**config.mk**
```make
export PLATFORM = sky130hd
export DESIGN_NAME = dual_dispatch
export DESIGN_NICKNAME = d
export VERILOG_FILES = /design/src/hw/dispatch_pkg.sv /design/src/hw/dispatch_lane_if.sv /design/src/hw/dispatch_lane.sv /design/src/hw/rs_capacity_check.sv /design/src/hw/dispatch_arbiter.sv /design/src/hw/dual_dispatch.sv
export SDC_FILE = /design/constraint.sdc
export NUM_CORES = 1
export LEC_CHECK = 0
export BUFFER_PORTS_ARGS = -buffer_cell sky130_fd_sc_hd__buf_2
export CAP_MARGIN = 20
export CORE_ASPECT_RATIO = 0.8
export CORE_MARGIN = 1
export CORE_UTILIZATION = 42
export CTS_CLUSTER_SIZE = 20
export DETAILED_ROUTE_END_ITERATION = 16
export PLACE_DENSITY = 0.7
export SYNTH_ARGS = -nofsm -noshare
export SYNTH_HDL_FRONTEND = slang
export SYNTH_SLANG_ARGS = --single-unit
```
**constraint.sdc**
```tcl
create_clock -name clk -period 3.7 [get_ports clk]
set_input_delay 0.74 -clock clk [delete_from_list [all_inputs] [get_ports clk]]
set_output_delay 0.74 -clock clk [all_outputs]
set_load 0.02 [all_outputs]
```
**src/hw/dispatch_pkg.sv**
```systemverilog
package dispatch_pkg;

	// raw instruction word as delivered by the instruction queue
	typedef logic [31:0] instr_t;

	// register fields are cut to 3 bits, so the architectural file has 8 entries
	typedef logic [2:0] arch_reg_t;

	// reorder-buffer tag, wraps modulo 8
	typedef logic [2:0] rob_tag_t;

	// decoded operation class of one lane
	typedef enum logic [1:0] {
		op_add = 2'd0,
		op_mul = 2'd1,
		op_unsupported = 2'd2
	} op_class_e;

	// R-type major opcode
	localparam logic [6:0] OPCODE_OP = 7'b0110011;

	// funct7 selects add or multiply within the R-type group
	localparam logic [6:0] FUNCT7_ADD = 7'b0000000;
	localparam logic [6:0] FUNCT7_MUL = 7'b0000001;

	// both add and mul share funct3 zero
	localparam logic [2:0] FUNCT3_ADD_MUL = 3'b000;

	// entries per reservation station unless the top level overrides it
	localparam int RS_SLOTS_DEFAULT = 4;

endpackage

```
**src/hw/dispatch_lane_if.sv**
```systemverilog
`timescale 1ns/1ps

// one lane's view towards the arbiter
// lane keeps held, op and regs stable until it sees release_pulse
interface dispatch_lane_if;

	// lane holds a decoded instruction
	logic held;

	// decoded class of the held instruction
	dispatch_pkg::op_class_e op;

	// index 0 is rd, 1 is rs1, 2 is rs2
	dispatch_pkg::arch_reg_t [2:0] regs;

	// one-cycle pulse, held instruction is consumed
	logic release_pulse;

	modport lane (
		output held,
		output op,
		output regs,
		input release_pulse
	);

	modport arbiter (
		input held,
		input op,
		input regs,
		output release_pulse
	);

endinterface

```
**src/hw/dispatch_lane.sv**
```systemverilog
`timescale 1ns/1ps

module dispatch_lane (
	input logic clk,
	input logic reset,

	// request pulse towards the instruction queue
	output logic iq_read_en,

	// answer from the instruction queue
	input dispatch_pkg::instr_t instr,
	input logic instr_valid,

	dispatch_lane_if.lane lane
);

	// a read is in flight and not yet answered
	logic req_pending;

	// instruction hold register and its valid flag
	logic held_q;
	dispatch_pkg::instr_t instr_q;

	// fields of the held instruction
	logic [6:0] opcode;
	logic [6:0] funct7;
	logic [2:0] funct3;

	// lane is empty now or becomes empty on this edge
	logic fetch_now;
	logic capture;

	assign capture = req_pending && instr_valid;
	assign fetch_now = !req_pending && (!held_q || lane.release_pulse);

	// request and hold control
	always_ff @(posedge clk) begin
		if (reset) begin
			iq_read_en <= 1'b0;
			req_pending <= 1'b0;
			held_q <= 1'b0;
		end else begin
			iq_read_en <= 1'b0;
			// only one request outstanding at a time
			if (fetch_now) begin
				iq_read_en <= 1'b1;
				req_pending <= 1'b1;
			end
			if (capture) begin
				req_pending <= 1'b0;
				held_q <= 1'b1;
			end else if (lane.release_pulse) begin
				held_q <= 1'b0;
			end
		end
	end

	// payload only, qualified by held_q
	always_ff @(posedge clk) begin
		if (capture) begin
			instr_q <= instr;
		end
	end

	assign opcode = instr_q[6:0];
	assign funct3 = instr_q[14:12];
	assign funct7 = instr_q[31:25];

	// decode into add, mul or unsupported
	always_comb begin
		lane.op = dispatch_pkg::op_unsupported;
		if (opcode == dispatch_pkg::OPCODE_OP && funct3 == dispatch_pkg::FUNCT3_ADD_MUL) begin
			if (funct7 == dispatch_pkg::FUNCT7_ADD) begin
				lane.op = dispatch_pkg::op_add;
			end else if (funct7 == dispatch_pkg::FUNCT7_MUL) begin
				lane.op = dispatch_pkg::op_mul;
			end
		end
	end

	// low 3 bits of rd, rs1 and rs2
	assign lane.regs[0] = instr_q[9:7];
	assign lane.regs[1] = instr_q[17:15];
	assign lane.regs[2] = instr_q[22:20];
	assign lane.held = held_q;

	// a lane never asks for more while it still holds an instruction
	a_no_fetch_while_held: assert property (
		@(posedge clk) disable iff (reset) iq_read_en |-> !lane.held
	);

	// arbiter only releases what the lane actually holds
	a_release_only_held: assert property (
		@(posedge clk) disable iff (reset) lane.release_pulse |-> lane.held
	);

endmodule

```
**src/hw/rs_capacity_check.sv**
```systemverilog
`timescale 1ns/1ps

module rs_capacity_check #(
	parameter int RS_SLOTS = dispatch_pkg::RS_SLOTS_DEFAULT
) (
	// one bit per free entry
	input logic [RS_SLOTS-1:0] add_free,
	input logic [RS_SLOTS-1:0] mul_free,

	// classes of the two lanes
	input dispatch_pkg::op_class_e op_0,
	input dispatch_pkg::op_class_e op_1,

	output logic fits
);

	// wide enough to count every slot
	localparam int CNT_W = $clog2(RS_SLOTS + 1);

	logic [CNT_W-1:0] add_cnt;
	logic [CNT_W-1:0] mul_cnt;
	logic [CNT_W-1:0] add_need;
	logic [CNT_W-1:0] mul_need;
	logic any_unsupported;

	// population count of both masks
	always_comb begin
		add_cnt = '0;
		mul_cnt = '0;
		for (int i = 0; i < RS_SLOTS; i++) begin
			add_cnt = add_cnt + CNT_W'(add_free[i]);
			mul_cnt = mul_cnt + CNT_W'(mul_free[i]);
		end
	end

	// entries the pair needs in each station, 0 to 2
	always_comb begin
		add_need = CNT_W'(op_0 == dispatch_pkg::op_add) + CNT_W'(op_1 == dispatch_pkg::op_add);
		mul_need = CNT_W'(op_0 == dispatch_pkg::op_mul) + CNT_W'(op_1 == dispatch_pkg::op_mul);
	end

	assign any_unsupported = (op_0 == dispatch_pkg::op_unsupported) ||
		(op_1 == dispatch_pkg::op_unsupported);

	// covers add+add, mul+mul and the mixed pair in one compare
	assign fits = !any_unsupported && (add_cnt >= add_need) && (mul_cnt >= mul_need);

endmodule

```
**src/hw/dispatch_arbiter.sv**
```systemverilog
`timescale 1ns/1ps

module dispatch_arbiter (
	input logic clk,
	input logic reset,

	// lane 0 has priority and takes the ROB tail
	dispatch_lane_if.arbiter lane_0,
	dispatch_lane_if.arbiter lane_1,

	input logic fits,
	input logic rat_ready,
	input dispatch_pkg::rob_tag_t rob_tail,

	output logic dispatch_valid,
	output dispatch_pkg::arch_reg_t rd_0,
	output dispatch_pkg::arch_reg_t rd_1,
	output dispatch_pkg::arch_reg_t rs1_0,
	output dispatch_pkg::arch_reg_t rs1_1,
	output dispatch_pkg::arch_reg_t rs2_0,
	output dispatch_pkg::arch_reg_t rs2_1,
	output logic multiply_0,
	output logic multiply_1,
	output dispatch_pkg::rob_tag_t renamed_tag_0,
	output dispatch_pkg::rob_tag_t renamed_tag_1
);

	// held, not being released this cycle, and add or mul
	logic ok_0, ok_1;
	// held unsupported instruction that gets dropped
	logic bad_0, bad_1;
	// pair dispatch decision
	logic go;

	always_comb begin
		ok_0 = lane_0.held && !lane_0.release_pulse && lane_0.op != dispatch_pkg::op_unsupported;
		ok_1 = lane_1.held && !lane_1.release_pulse && lane_1.op != dispatch_pkg::op_unsupported;
		bad_0 = lane_0.held && !lane_0.release_pulse && lane_0.op == dispatch_pkg::op_unsupported;
		bad_1 = lane_1.held && !lane_1.release_pulse && lane_1.op == dispatch_pkg::op_unsupported;
		go = ok_0 && ok_1 && rat_ready && fits;
	end

	// strobe and release pulses
	always_ff @(posedge clk) begin
		if (reset) begin
			dispatch_valid <= 1'b0;
			lane_0.release_pulse <= 1'b0;
			lane_1.release_pulse <= 1'b0;
		end else begin
			dispatch_valid <= go;
			// an unsupported lane is cleared alone while the other keeps its instruction
			lane_0.release_pulse <= go || bad_0;
			lane_1.release_pulse <= go || bad_1;
		end
	end

	// dispatched pair is valid while dispatch_valid is high
	always_ff @(posedge clk) begin
		if (go) begin
			rd_0 <= lane_0.regs[0];
			rs1_0 <= lane_0.regs[1];
			rs2_0 <= lane_0.regs[2];
			rd_1 <= lane_1.regs[0];
			rs1_1 <= lane_1.regs[1];
			rs2_1 <= lane_1.regs[2];
			multiply_0 <= lane_0.op == dispatch_pkg::op_mul;
			multiply_1 <= lane_1.op == dispatch_pkg::op_mul;
			// tail and tail + 1 wrap at 8
			renamed_tag_0 <= rob_tail;
			renamed_tag_1 <= rob_tail + dispatch_pkg::rob_tag_t'(1);
		end
	end

	// a pair goes out as a one-cycle strobe
	a_single_dispatch: assert property (
		@(posedge clk) disable iff (reset) dispatch_valid |=> !dispatch_valid
	);

endmodule

```
**src/hw/dual_dispatch.sv**
```systemverilog
`timescale 1ns/1ps

module dual_dispatch #(
	parameter int RS_SLOTS = dispatch_pkg::RS_SLOTS_DEFAULT
) (
	input logic clk,
	input logic reset,

	// instruction queue, lane 0
	output logic iq_read_en_0,
	input dispatch_pkg::instr_t instr_0,
	input logic instr_valid_0,

	// instruction queue, lane 1
	output logic iq_read_en_1,
	input dispatch_pkg::instr_t instr_1,
	input logic instr_valid_1,

	// free entries of the reservation stations
	input logic [RS_SLOTS-1:0] add_free,
	input logic [RS_SLOTS-1:0] mul_free,

	input logic rat_ready,
	input dispatch_pkg::rob_tag_t rob_tail,

	// towards the register alias table
	output logic dispatch_valid,
	output dispatch_pkg::arch_reg_t rd_0,
	output dispatch_pkg::arch_reg_t rs1_0,
	output dispatch_pkg::arch_reg_t rs2_0,
	output logic multiply_0,
	output dispatch_pkg::rob_tag_t renamed_tag_0,
	output dispatch_pkg::arch_reg_t rd_1,
	output dispatch_pkg::arch_reg_t rs1_1,
	output dispatch_pkg::arch_reg_t rs2_1,
	output logic multiply_1,
	output dispatch_pkg::rob_tag_t renamed_tag_1
);

	dispatch_lane_if lane_if_0 ();
	dispatch_lane_if lane_if_1 ();

	// room in the stations for the current pair
	logic fits;

	// priority lane
	dispatch_lane lane_0_i (
		.clk(clk),
		.reset(reset),
		.iq_read_en(iq_read_en_0),
		.instr(instr_0),
		.instr_valid(instr_valid_0),
		.lane(lane_if_0.lane)
	);

	dispatch_lane lane_1_i (
		.clk(clk),
		.reset(reset),
		.iq_read_en(iq_read_en_1),
		.instr(instr_1),
		.instr_valid(instr_valid_1),
		.lane(lane_if_1.lane)
	);

	rs_capacity_check #(
		.RS_SLOTS(RS_SLOTS)
	) capacity_i (
		.add_free(add_free),
		.mul_free(mul_free),
		.op_0(lane_if_0.op),
		.op_1(lane_if_1.op),
		.fits(fits)
	);

	dispatch_arbiter arbiter_i (
		.clk(clk),
		.reset(reset),
		.lane_0(lane_if_0.arbiter),
		.lane_1(lane_if_1.arbiter),
		.fits(fits),
		.rat_ready(rat_ready),
		.rob_tail(rob_tail),
		.dispatch_valid(dispatch_valid),
		.rd_0(rd_0),
		.rd_1(rd_1),
		.rs1_0(rs1_0),
		.rs1_1(rs1_1),
		.rs2_0(rs2_0),
		.rs2_1(rs2_1),
		.multiply_0(multiply_0),
		.multiply_1(multiply_1),
		.renamed_tag_0(renamed_tag_0),
		.renamed_tag_1(renamed_tag_1)
	);

endmodule

```
==> After elaboration in Yosys (flattened, before gate mapping) <==
Index checks and enable logic that the tools add are counted.
{ "op_classes": {"add_sub_neg": 9, "n_mul": 0, "div_mod_pow": 0, "order_cmp": 2, "eq_ne": 10, "n_shift": 0, "muxes": 12, "n_bitwise": 0, "n_reduce_logical": 39} }
{ "ops": {"columns": ["op", "count"], "rows": [
  ["1-bit logical AND", 17],
  ["7-bit by 1-bit == test with 1-bit output (second input constant)", 2],
  ["7-bit by 6-bit == test with 1-bit output (second input constant)", 2],
  ["7-bit zero test", 2],
  ["3-bit by 1-bit adder with 3-bit output", 4],
  ["2-bit two-way mux", 6],
  ["1-bit by 1-bit adder with 2-bit output", 4],
  ["1-bit zero test", 7],
  ["3-bit greater-or-equal comparator", 2],
  ["3-bit zero test", 2],
  ["1-bit two-way mux", 6],
  ["1-bit logical OR", 5],
  ["2-bit by 1-bit == test with 1-bit output (second input constant)", 2],
  ["2-bit == test (second input constant)", 2],
  ["2-bit zero test", 2],
  ["2-bit != test (second input constant)", 2],
  ["2-bit nonzero test", 2],
  ["2-bit OR reduction", 2],
  ["3-bit by 1-bit adder with 3-bit output (second input constant)", 1]
]} }
{ "word_totals": {"reg_bits": 99, "latch_bits": 0, "ramBits": 0, "mem_bits_ro": 0, "out_inout_bits": 29, "n_memories": 0} }

==> Depth between registers and ports, before layout <==
Gate-level depths: netlist (run 1).
{ "depth": {"ltp_word": 11, "ltp_mapped": 9, "depth_no_buf": 9} }

==> Hierarchy <==
From an unflattened synthesis (run 1), not the netlist that was laid out.
{ "unflattened": {"cells_unflattened": 191, "hier_area_um2": 3314.4} }
{ "modules_own_cells": {"columns": ["mod", "instances", "cells_per_inst", "area_each_um2", "seq_area_each_um2"], "rows": [
  ["dispatch_lane", 2, 52, 1017.2, 840.8],
  ["dispatch_arbiter", 1, 47, 975.9, 840.8],
  ["rs_capacity_check", 1, 40, 304.0, 0.0]
]} }

==> Least setup slack after synthesis (run 1) <==
No wires, ideal clock.
{ "synth_path": {"path_type": "reg2reg", "startpoint": "reg lane_1_i.instr_q[3]", "endpoint": "reg arbiter_i.multiply_0, enable pin", "setup_ns": 0.409, "arrival_time_ns": 3.529, "required_time_ns": 3.291, "path_slack_ns": -0.238, "path_stages_with_launch": 9, "n_path_buf": 0, "period_less_slack_ns": 3.938, "path_cell_list": "edfxtp_1 > or4b_4 > nor4_4 > nor2b_1 > ha_1 > fa_1 > o31ai_1 > nand3_1 > nor2_1"} }
{ "synth_between": {"elab_chain_cells": 9} }
{ "synth_rtl": {"columns": ["item", "line", "rtl"], "rows": [
  ["start, declared", "dispatch_lane.sv:22", "dispatch_pkg::instr_t instr_q;"],
  ["start signal, assigned", "dispatch_lane.sv:61", "instr_q <= instr;"],
  ["7-bit by 6-bit == test with 1-bit output (*)", "dispatch_lane.sv:72", "if (opcode == dispatch_pkg::OPCODE_OP && funct3 == dispatch_pkg::FUNCT3_ADD_MUL) begin"],
  ["1-bit logical AND (*)", "dispatch_lane.sv:72", null],
  ["2-bit two-way mux (*)", "dispatch_lane.sv:72", null],
  ["2-bit zero test / 2-bit == test (equally long branches)", "rs_capacity_check.sv:38, rs_capacity_check.sv:43", null],
  ["1-bit by 1-bit adder with 2-bit output / 1-bit logical OR (equally long branches)", "rs_capacity_check.sv:38, rs_capacity_check.sv:42", null],
  ["3-bit greater-or-equal comparator / 1-bit zero test (equally long branches)", "rs_capacity_check.sv:46", "assign fits = !any_unsupported && (add_cnt >= add_need) && (mul_cnt >= mul_need);"],
  ["1-bit logical AND (2 in a row)", "rs_capacity_check.sv:46", null],
  ["1-bit logical AND (*)", "dispatch_arbiter.sv:40", "go = ok_0 && ok_1 && rat_ready && fits;"],
  ["net arbiter_i.go", "dispatch_arbiter.sv:33", "logic go;"],
  ["end signal, assigned", "dispatch_arbiter.sv:66", "multiply_0 <= lane_0.op == dispatch_pkg::op_mul;"],
  ["end, declared", "dispatch_arbiter.sv:22", "output logic multiply_0,"]
]} }
The timed path passes the listed nets; every way through them passes the cells marked *.
A chain may end at the register's enable or synchronous reset.

==> Worst setup path after layout (run 1) <==
{ "layout_path": {"startpoint": "reg lane_1_i.instr_q[3]", "endpoint": "reg arbiter_i.renamed_tag_0[1], enable pin"} }
{ "layout_between": {"elab_chain_cells": 9} }
{ "layout_rtl": {"columns": ["item", "line", "rtl"], "rows": [
  ["7-bit by 6-bit == test with 1-bit output (*)", "dispatch_lane.sv:72", null],
  ["1-bit logical AND (*)", "dispatch_lane.sv:72", null],
  ["2-bit two-way mux (*)", "dispatch_lane.sv:72", null],
  ["2-bit zero test / 2-bit == test (equally long branches)", "rs_capacity_check.sv:38, rs_capacity_check.sv:43", null],
  ["1-bit by 1-bit adder with 2-bit output / 1-bit logical OR (equally long branches)", "rs_capacity_check.sv:38, rs_capacity_check.sv:42", null],
  ["3-bit greater-or-equal comparator / 1-bit zero test (equally long branches)", "rs_capacity_check.sv:46", null],
  ["1-bit logical AND (2 in a row)", "rs_capacity_check.sv:46", null],
  ["1-bit logical AND (*)", "dispatch_arbiter.sv:40", null],
  ["net arbiter_i.go", "dispatch_arbiter.sv:33", null],
  ["end signal, assigned", "dispatch_arbiter.sv:69", "renamed_tag_0 <= rob_tail;"],
  ["end, declared", "dispatch_arbiter.sv:24", "output dispatch_pkg::rob_tag_t renamed_tag_0,"]
]} }
Marked as above.

==> impl_metrics.csv, run 1 <==
group,metric,value,unit
worst_setup_path,cp_cell_sequence,"or4b_4 > nor4_4 > nor2b_1 > ha_1 > fa_1 > o31ai_1 > nand3_1 > nor2_2 > buf_12",
timing,hold_violations,0,
clock_network,cts_buffer_depth,2,
worst_setup_path,critical_path_required,3.76,ns
synth,seq_area_frac_synth,0.8229,
drt,vias,1653,
status,status,"finished clean",
floorplan,core,6959,µm²
worst_setup_path,worstPathBufferInverterCount,1,
timing,setup_viol,0,
drt,wl_met3,380,µm
clock_network,postCtsHoldBufs,0,
layout,fin_area,3879,µm²
worst_setup_path,cp-start-kind,"register",
timing,slew_headroom,0.6582,
layout,n_fill_cell,570,
synth,syn_nets,248,
clock_network,cts_tree,"built",
clock_network,root_buffer,"clkbuf_8",
worst_setup_path,critPathKind,"reg2reg",
power_and_ir_drop,powerDensity,458.5,nW/µm²
clock_network,cts_resized,0,
worst_setup_path,cpMaxStageDelayCell,"or4b_4",
worst_setup_path,critPathMaxStageDelay,0.55,ns
synth,synth_cells,155,
worst_setup_path,r2r_end,"arbiter_i.renamed_tag_0[1]",
hold_path,whs_path_depth,0,
clock_network,cts_setup_buffers,0,
clock_network,clock_sinks,87,
timing,max_freq,301.6,MHz
timing,rsz0062_at_grt,"no",
drt,routed_via_density,4.643,
floorplan,io-pin-count,109,
worst_setup_path,cp-startpoint,"lane_1_i.instr_q[3]",
clock_network,clkTransAtPathRegs,0.08,ns
drt,wl_met1,2040,µm
worst_setup_path,cp.arrival,3.38,ns
hold_path,hold_path.class,"reg2reg",
global_route,antenna_found_initial,0,
synth,synth.top_cell.area_share,0.7641,
global_route,grtUsageTotal,0.1342,
power_and_ir_drop,p_leak,0.001550,µW
placed_design,gp_congestion,0.7933,
global_route,grt_pass1_wl,7486,µm
layout,area_delta_synth_final,26.53,%
worst_setup_path,rrSetupSlack,0.38,ns
worst_setup_path,cp_max_fo,26,
timing,maxSlewViolCount,0,
floorplan,dieHeight,78.42,µm
layout,num_antenna_cells,0,
timing,min_period_over_period,0.8962,
placed_design,hpwl,3568,µm
synth,synthTopCellsByArea,"edfxtp_1 (76%), dfxtp_1 (5.9%), ha_1 (3.7%), fa_1 (2.6%), inv_1 (1.3%)",
clock_network,htreeDepth,3,
layout,layout_commonest_cell,"buf_2",
timing,min_period,3.316,ns
worst_setup_path,worst_r2r_path_depth,9,
worst_setup_path,cp_top_family,"simple AND/OR/NAND/NOR gates",
drt,top_layer_used,"met4",
layout,layout-drive-gt1-share,0.4461,
layout,layout_common_cells,"buf_2 (96), edfxtp_1 (78), inv_1 (11)",
synth,yosys_warnings,0,
drt,routed_wl,4724,µm
synth,ys_types,25,
synth,yosys.area.top_type,"edfxtp_1",
timing,tns,0,ns
drt,drc_errors,0,
floorplan,rows,27,
job,cap_viol_max_count,0,
timing,final.setup_skew,0.01122,ns
floorplan,die_w,97.52,µm
global_route,grt_pass1_vias,1606,
power_and_ir_drop,power,1778,µW
clock_network,cts_buffers,9,
worst_setup_path,end_kind,"register",
power_and_ir_drop,ir_drop,0.0002867,V
synth,netlist_area,3065,µm²
worst_setup_path,cp-endpoint,"arbiter_i.renamed_tag_0[1]",
drt,drt_pass1_iterations,4,
placed_design,port_buffers,96,
layout,fin_nets,357,
floorplan,start_util,0.4405,
global_route,grt_overflow,0,
drt,wire_per_inst,13.27,µm
worst_setup_path,timing.rr.start,"lane_1_i.instr_q[3]",
drt,ant_nets,0,
drt,drtIter0Drc,55,
worst_setup_path,cp_num_cells,9,
drt,wl_met2,2228,µm
clock_network,clock_latency,0.35,ns
placed_design,place_area,3681,µm²
timing,worst_slew_pin_slew,0.5127,ns
global_route,grt_max_degree,29,
synth,avgSynthCellArea,19.78,µm²
synth,synth_seq_cells,87,
floorplan,fp.dieArea,7647,µm²
[area by class of cell]
type                       instances  area (µm²)  area share
multi-input combinational         56       500.5      0.1290
inverter                          11       41.29     0.01065
sequential                        87        2522      0.6503
clock buffer                       9       123.9     0.03194
timing repair buffer              99       535.5      0.1381
clock inverter                     7       46.29     0.01194
tap                               87       108.9     0.02806
[state kept, by name, summed over array words and instances, names as in the netlist]
| signal | cells |
|---|---|
| lane_1_i.iq_read_en | 1 |
| arbiter_i.dispatch_valid | 1 |
| lane_1_i.instr_q | 26 |
| arbiter_i.multiply_0 | 1 |
| arbiter_i.lane_1.release_pulse | 1 |
| arbiter_i.rd_1 | 3 |
| lane_1_i.req_pending | 1 |
| arbiter_i.rd_0 | 3 |
| arbiter_i.rs2_1 | 3 |
| lane_0_i.lane.held | 1 |
| lane_0_i.instr_q | 26 |
| arbiter_i.rs1_1 | 3 |
| lane_1_i.lane.held | 1 |
| arbiter_i.renamed_tag_1 | 3 |
| arbiter_i.renamed_tag_0 | 3 |
| arbiter_i.lane_0.release_pulse | 1 |
| arbiter_i.multiply_1 | 1 |
| lane_0_i.req_pending | 1 |
| lane_0_i.iq_read_en | 1 |
| arbiter_i.rs1_0 | 3 |
| arbiter_i.rs2_0 | 3 |
[how the worst min path moves through the flow]
stage | startpoint | endpoint | slack [ns]
after global placement | lane_1_i.instr_q[16] | arbiter_i.rs1_1[1] | 0.40
after detailed placement | lane_0_i.instr_q[21] | arbiter_i.rs2_0[1] | 0.40
after floorplan | lane_0_i.instr_q[7] | arbiter_i.rd_0[0] | 0.40
final | lane_1_i.instr_q[22] | arbiter_i.rs2_1[2] | 0.42
after CTS | lane_1_i.instr_q[22] | arbiter_i.rs2_1[2] | 0.42
after global routing | lane_1_i.instr_q[22] | arbiter_i.rs2_1[2] | 0.43
[cell families after synthesis]
| kind of cell | share of synthesized area |
|---|---|
| buffers and inverters | 0.01469 |
| xor gates and xnor gates | 0.002858 |
| DFF | 0.8229 |
| AOI/OAI and AO/OA | 0.01061 |
| adders and majority gates | 0.06286 |
| and+or+nand+nor | 0.08612 |
[through the flow]
stage          worst slack, ns    util  hold slack [ns]  std cells
3_5_place_dp            0.3394  0.5289           0.4045        339
3_3_place_gp            0.3916  0.5289           0.4006        339
2_1_floorplan           0.1713       -           0.4003        155
5_1_grt                 0.1433  0.5574           0.4270        356
4_1_cts                 0.3295  0.5534           0.4246        355
6_report                0.3840  0.5574           0.4219        356
[routing by layer]
layer  global-route usage  vias to the layer above
met3              0.05432                        9
met4              0.06176                        0
met1               0.1657                      764
li1                     -                      804
met5                    0                        -
met2               0.2084                       76
[cells in the mapped netlist, drive strengths merged]
library cell  count
edfxtp           78
inv              11
dfxtp             9
ha                9
nor2              7
nor2b             6
nor3              5
and2              4
fa                4
nor4b             4
nand2b            2
nand4b            2
o31ai             2
o32ai             2
or4               2
and3              1
and4              1
clkbuf            1
nand2             1
nand3             1
nor4              1
or4b              1
xor2              1
[worst reg2reg max path: cells and delay by family, from the launching register on]
kind                       cells  cell delay [ns]
AOI/OAI and AO/OA              1             0.36
adders and majority gates      2             0.59
buffers and inverters          1             0.20
DFF                            1             0.38
and+or+nand+nor                5             1.49
[where the power goes]
group | switching, µW | leakage, µW | total, µW | internal [µW]
Combinational | 50.4 | 0.000671 | 98.6 | 48.2
Clock | 321 | 0.0000835 | 564 | 243
Sequential | 8.94 | 0.000796 | 1120 | 1110
Total | 380 | 0.00155 | 1780 | 1400
Power figures use the tool's default switching activity.
==> inputs of run 2 (changes only) <==
- CORE_ASPECT_RATIO: 0.8 -> 0.7
==> impl_metrics.csv, run 2 (synthesized netlist as in run 1, its figures left out) <==
group,metric,value,unit
worst_setup_path,critPathKind,"reg2reg",
worst_setup_path,critical_path_required,3.75,ns
clock_network,cts_resized,0,
worst_setup_path,cp_num_cells,9,
global_route,antenna_found_initial,0,
worst_setup_path,cpMaxStageDelayCell,"or4b_4",
timing,min_period,3.443,ns
placed_design,gp_congestion,0.7411,
worst_setup_path,r2r_end,"arbiter_i.rs1_0[0]",
worst_setup_path,cp_cell_sequence,"or4b_4 > nor4_4 > and2_1 > ha_1 > fa_1 > o31ai_1 > nand3_1 > nor2_2 > buf_12",
layout,fin_nets,357,
clock_network,root_buffer,"clkbuf_8",
floorplan,dieHeight,73.48,µm
timing,tns,0,ns
drt,drt_pass1_iterations,4,
floorplan,core,6913,µm²
worst_setup_path,end_kind,"register",
worst_setup_path,cp_top_family,"simple AND/OR/NAND/NOR gates",
layout,layout.cells.non_filler,363,
worst_setup_path,critPathMaxStageDelay,0.55,ns
worst_setup_path,cp.arrival,3.49,ns
job,cap_viol_max_count,0,
hold_path,whs_path_depth,0,
layout,utilization,0.5625,
drt,ant_nets,0,
floorplan,fp.dieArea,7650,µm²
drt,drc_errors,0,
power_and_ir_drop,p_leak,0.001554,µW
clock_network,cts_setup_buffers,0,
worst_setup_path,worst_r2r_path_depth,9,
power_and_ir_drop,power,1836,µW
timing,setup_viol,0,
drt,routed_wl,4857,µm
worst_setup_path,cp-endpoint,"arbiter_i.rs1_0[0]",
placed_design,hpwl,3636,µm
timing,worst_slew_pin_slew,0.3518,ns
layout,top_regs,"lane_0_i.instr_q: 26 flops, lane_1_i.instr_q: 26 flops",
floorplan,start_util,0.4434,
worst_setup_path,rrSetupSlack,0.26,ns
timing,final.setup_skew,0.007611,ns
clock_network,clock_sinks,87,
power_and_ir_drop,ir_drop,0.0003033,V
floorplan,rows,25,
clock_network,cts_tree,"built",
hold_path,hold_path.class,"reg2reg",
timing,slew_headroom,0.7635,
clock_network,cts_buffer_depth,2,
drt,routed_via_density,4.488,
drt,drtIter0Drc,62,
layout,layout_common_cells,"buf_2 (96), edfxtp_1 (78), inv_1 (11)",
worst_setup_path,worstPathBufferInverterCount,1,
worst_setup_path,cp-startpoint,"lane_1_i.instr_q[3]",
timing,max_freq,290.4,MHz
timing,hold_violations,0,
global_route,grt_overflow,0,
layout,area_delta_synth_final,26.86,%
power_and_ir_drop,powerDensity,472.2,nW/µm²
status,status,"finished clean",
layout,layout_commonest_cell,"buf_2",
layout,num_antenna_cells,0,
worst_setup_path,cp-start-kind,"register",
placed_design,dp_cells,347,
floorplan,die_w,104.1,µm
worst_setup_path,timing.rr.start,"lane_1_i.instr_q[3]",
clock_network,htreeDepth,3,
placed_design,pre_cts_ws,0.2518,ns
timing,min_period_over_period,0.9306,
drt,wire_per_inst,13.38,µm
global_route,grt_pass1_vias,1649,
timing,rsz0062_at_grt,"no",
placed_design,port_buffers,96,
drt,vias,1629,
clock_network,cts_buffers,9,
global_route,grtUsageTotal,0.1404,
clock_network,clkTransAtPathRegs,0.08,ns
worst_setup_path,cp_max_fo,24,
global_route,grt_pass1_wl,7686,µm
layout,layout-drive-gt1-share,0.4387,
global_route,grt_max_degree,29,
clock_network,clock_latency,0.34,ns
timing,fin_ws,0.2568,ns
timing,maxSlewViolCount,0,
clock_network,postCtsHoldBufs,0,
floorplan,io-pin-count,109,
-- run 2: worst min path at each step --
stage | start | endpoint | slack (ns)
floorplan | lane_0_i.instr_q[7] | arbiter_i.rd_0[0] | 0.40
global placement | lane_1_i.instr_q[16] | arbiter_i.rs1_1[1] | 0.40
detailed placement | lane_0_i.instr_q[20] | arbiter_i.rs2_0[0] | 0.40
CTS | lane_1_i.instr_q[20] | arbiter_i.rs2_1[0] | 0.42
global route | lane_1_i.instr_q[20] | arbiter_i.rs2_1[0] | 0.42
finish | lane_1_i.instr_q[20] | arbiter_i.rs2_1[0] | 0.42
-- run 2: metrics by stage --
stage	cell area [µm²]	hold WS [ns]
3_3_place_gp	3697	0.4009
6_report	3889	0.4177
2_1_floorplan	3068	0.4003
5_1_grt	3889	0.4248
3_5_place_dp	3697	0.4045
4_1_cts	3889	0.4224
-- run 2: final cells by class --
cell class,count,area (µm²)
timing repair buffer,99,515.5
inverter,11,41.29
tap,94,117.6
sequential,87,2522
clock inverter,3,42.54
multi-input combinational,56,500.5
fill,569,3024
clock buffer,13,148.9
-- run 2: power breakdown --
group | internal (µW) | leakage [µW] | switching (µW)
Sequential | 1110 | 0.000796 | 9.11
Clock | 330 | 0.0000936 | 295
Combinational | 45.7 | 0.000664 | 49.5
-- run 2: per-layer routing --
metal  track usage  vias up  wire length, µm
met1        0.1671      752             2108
met2        0.2215       67             2231
li1              -      800                -
met3       0.06389       10              428
met4       0.06667        0               89
met5             0        -                0
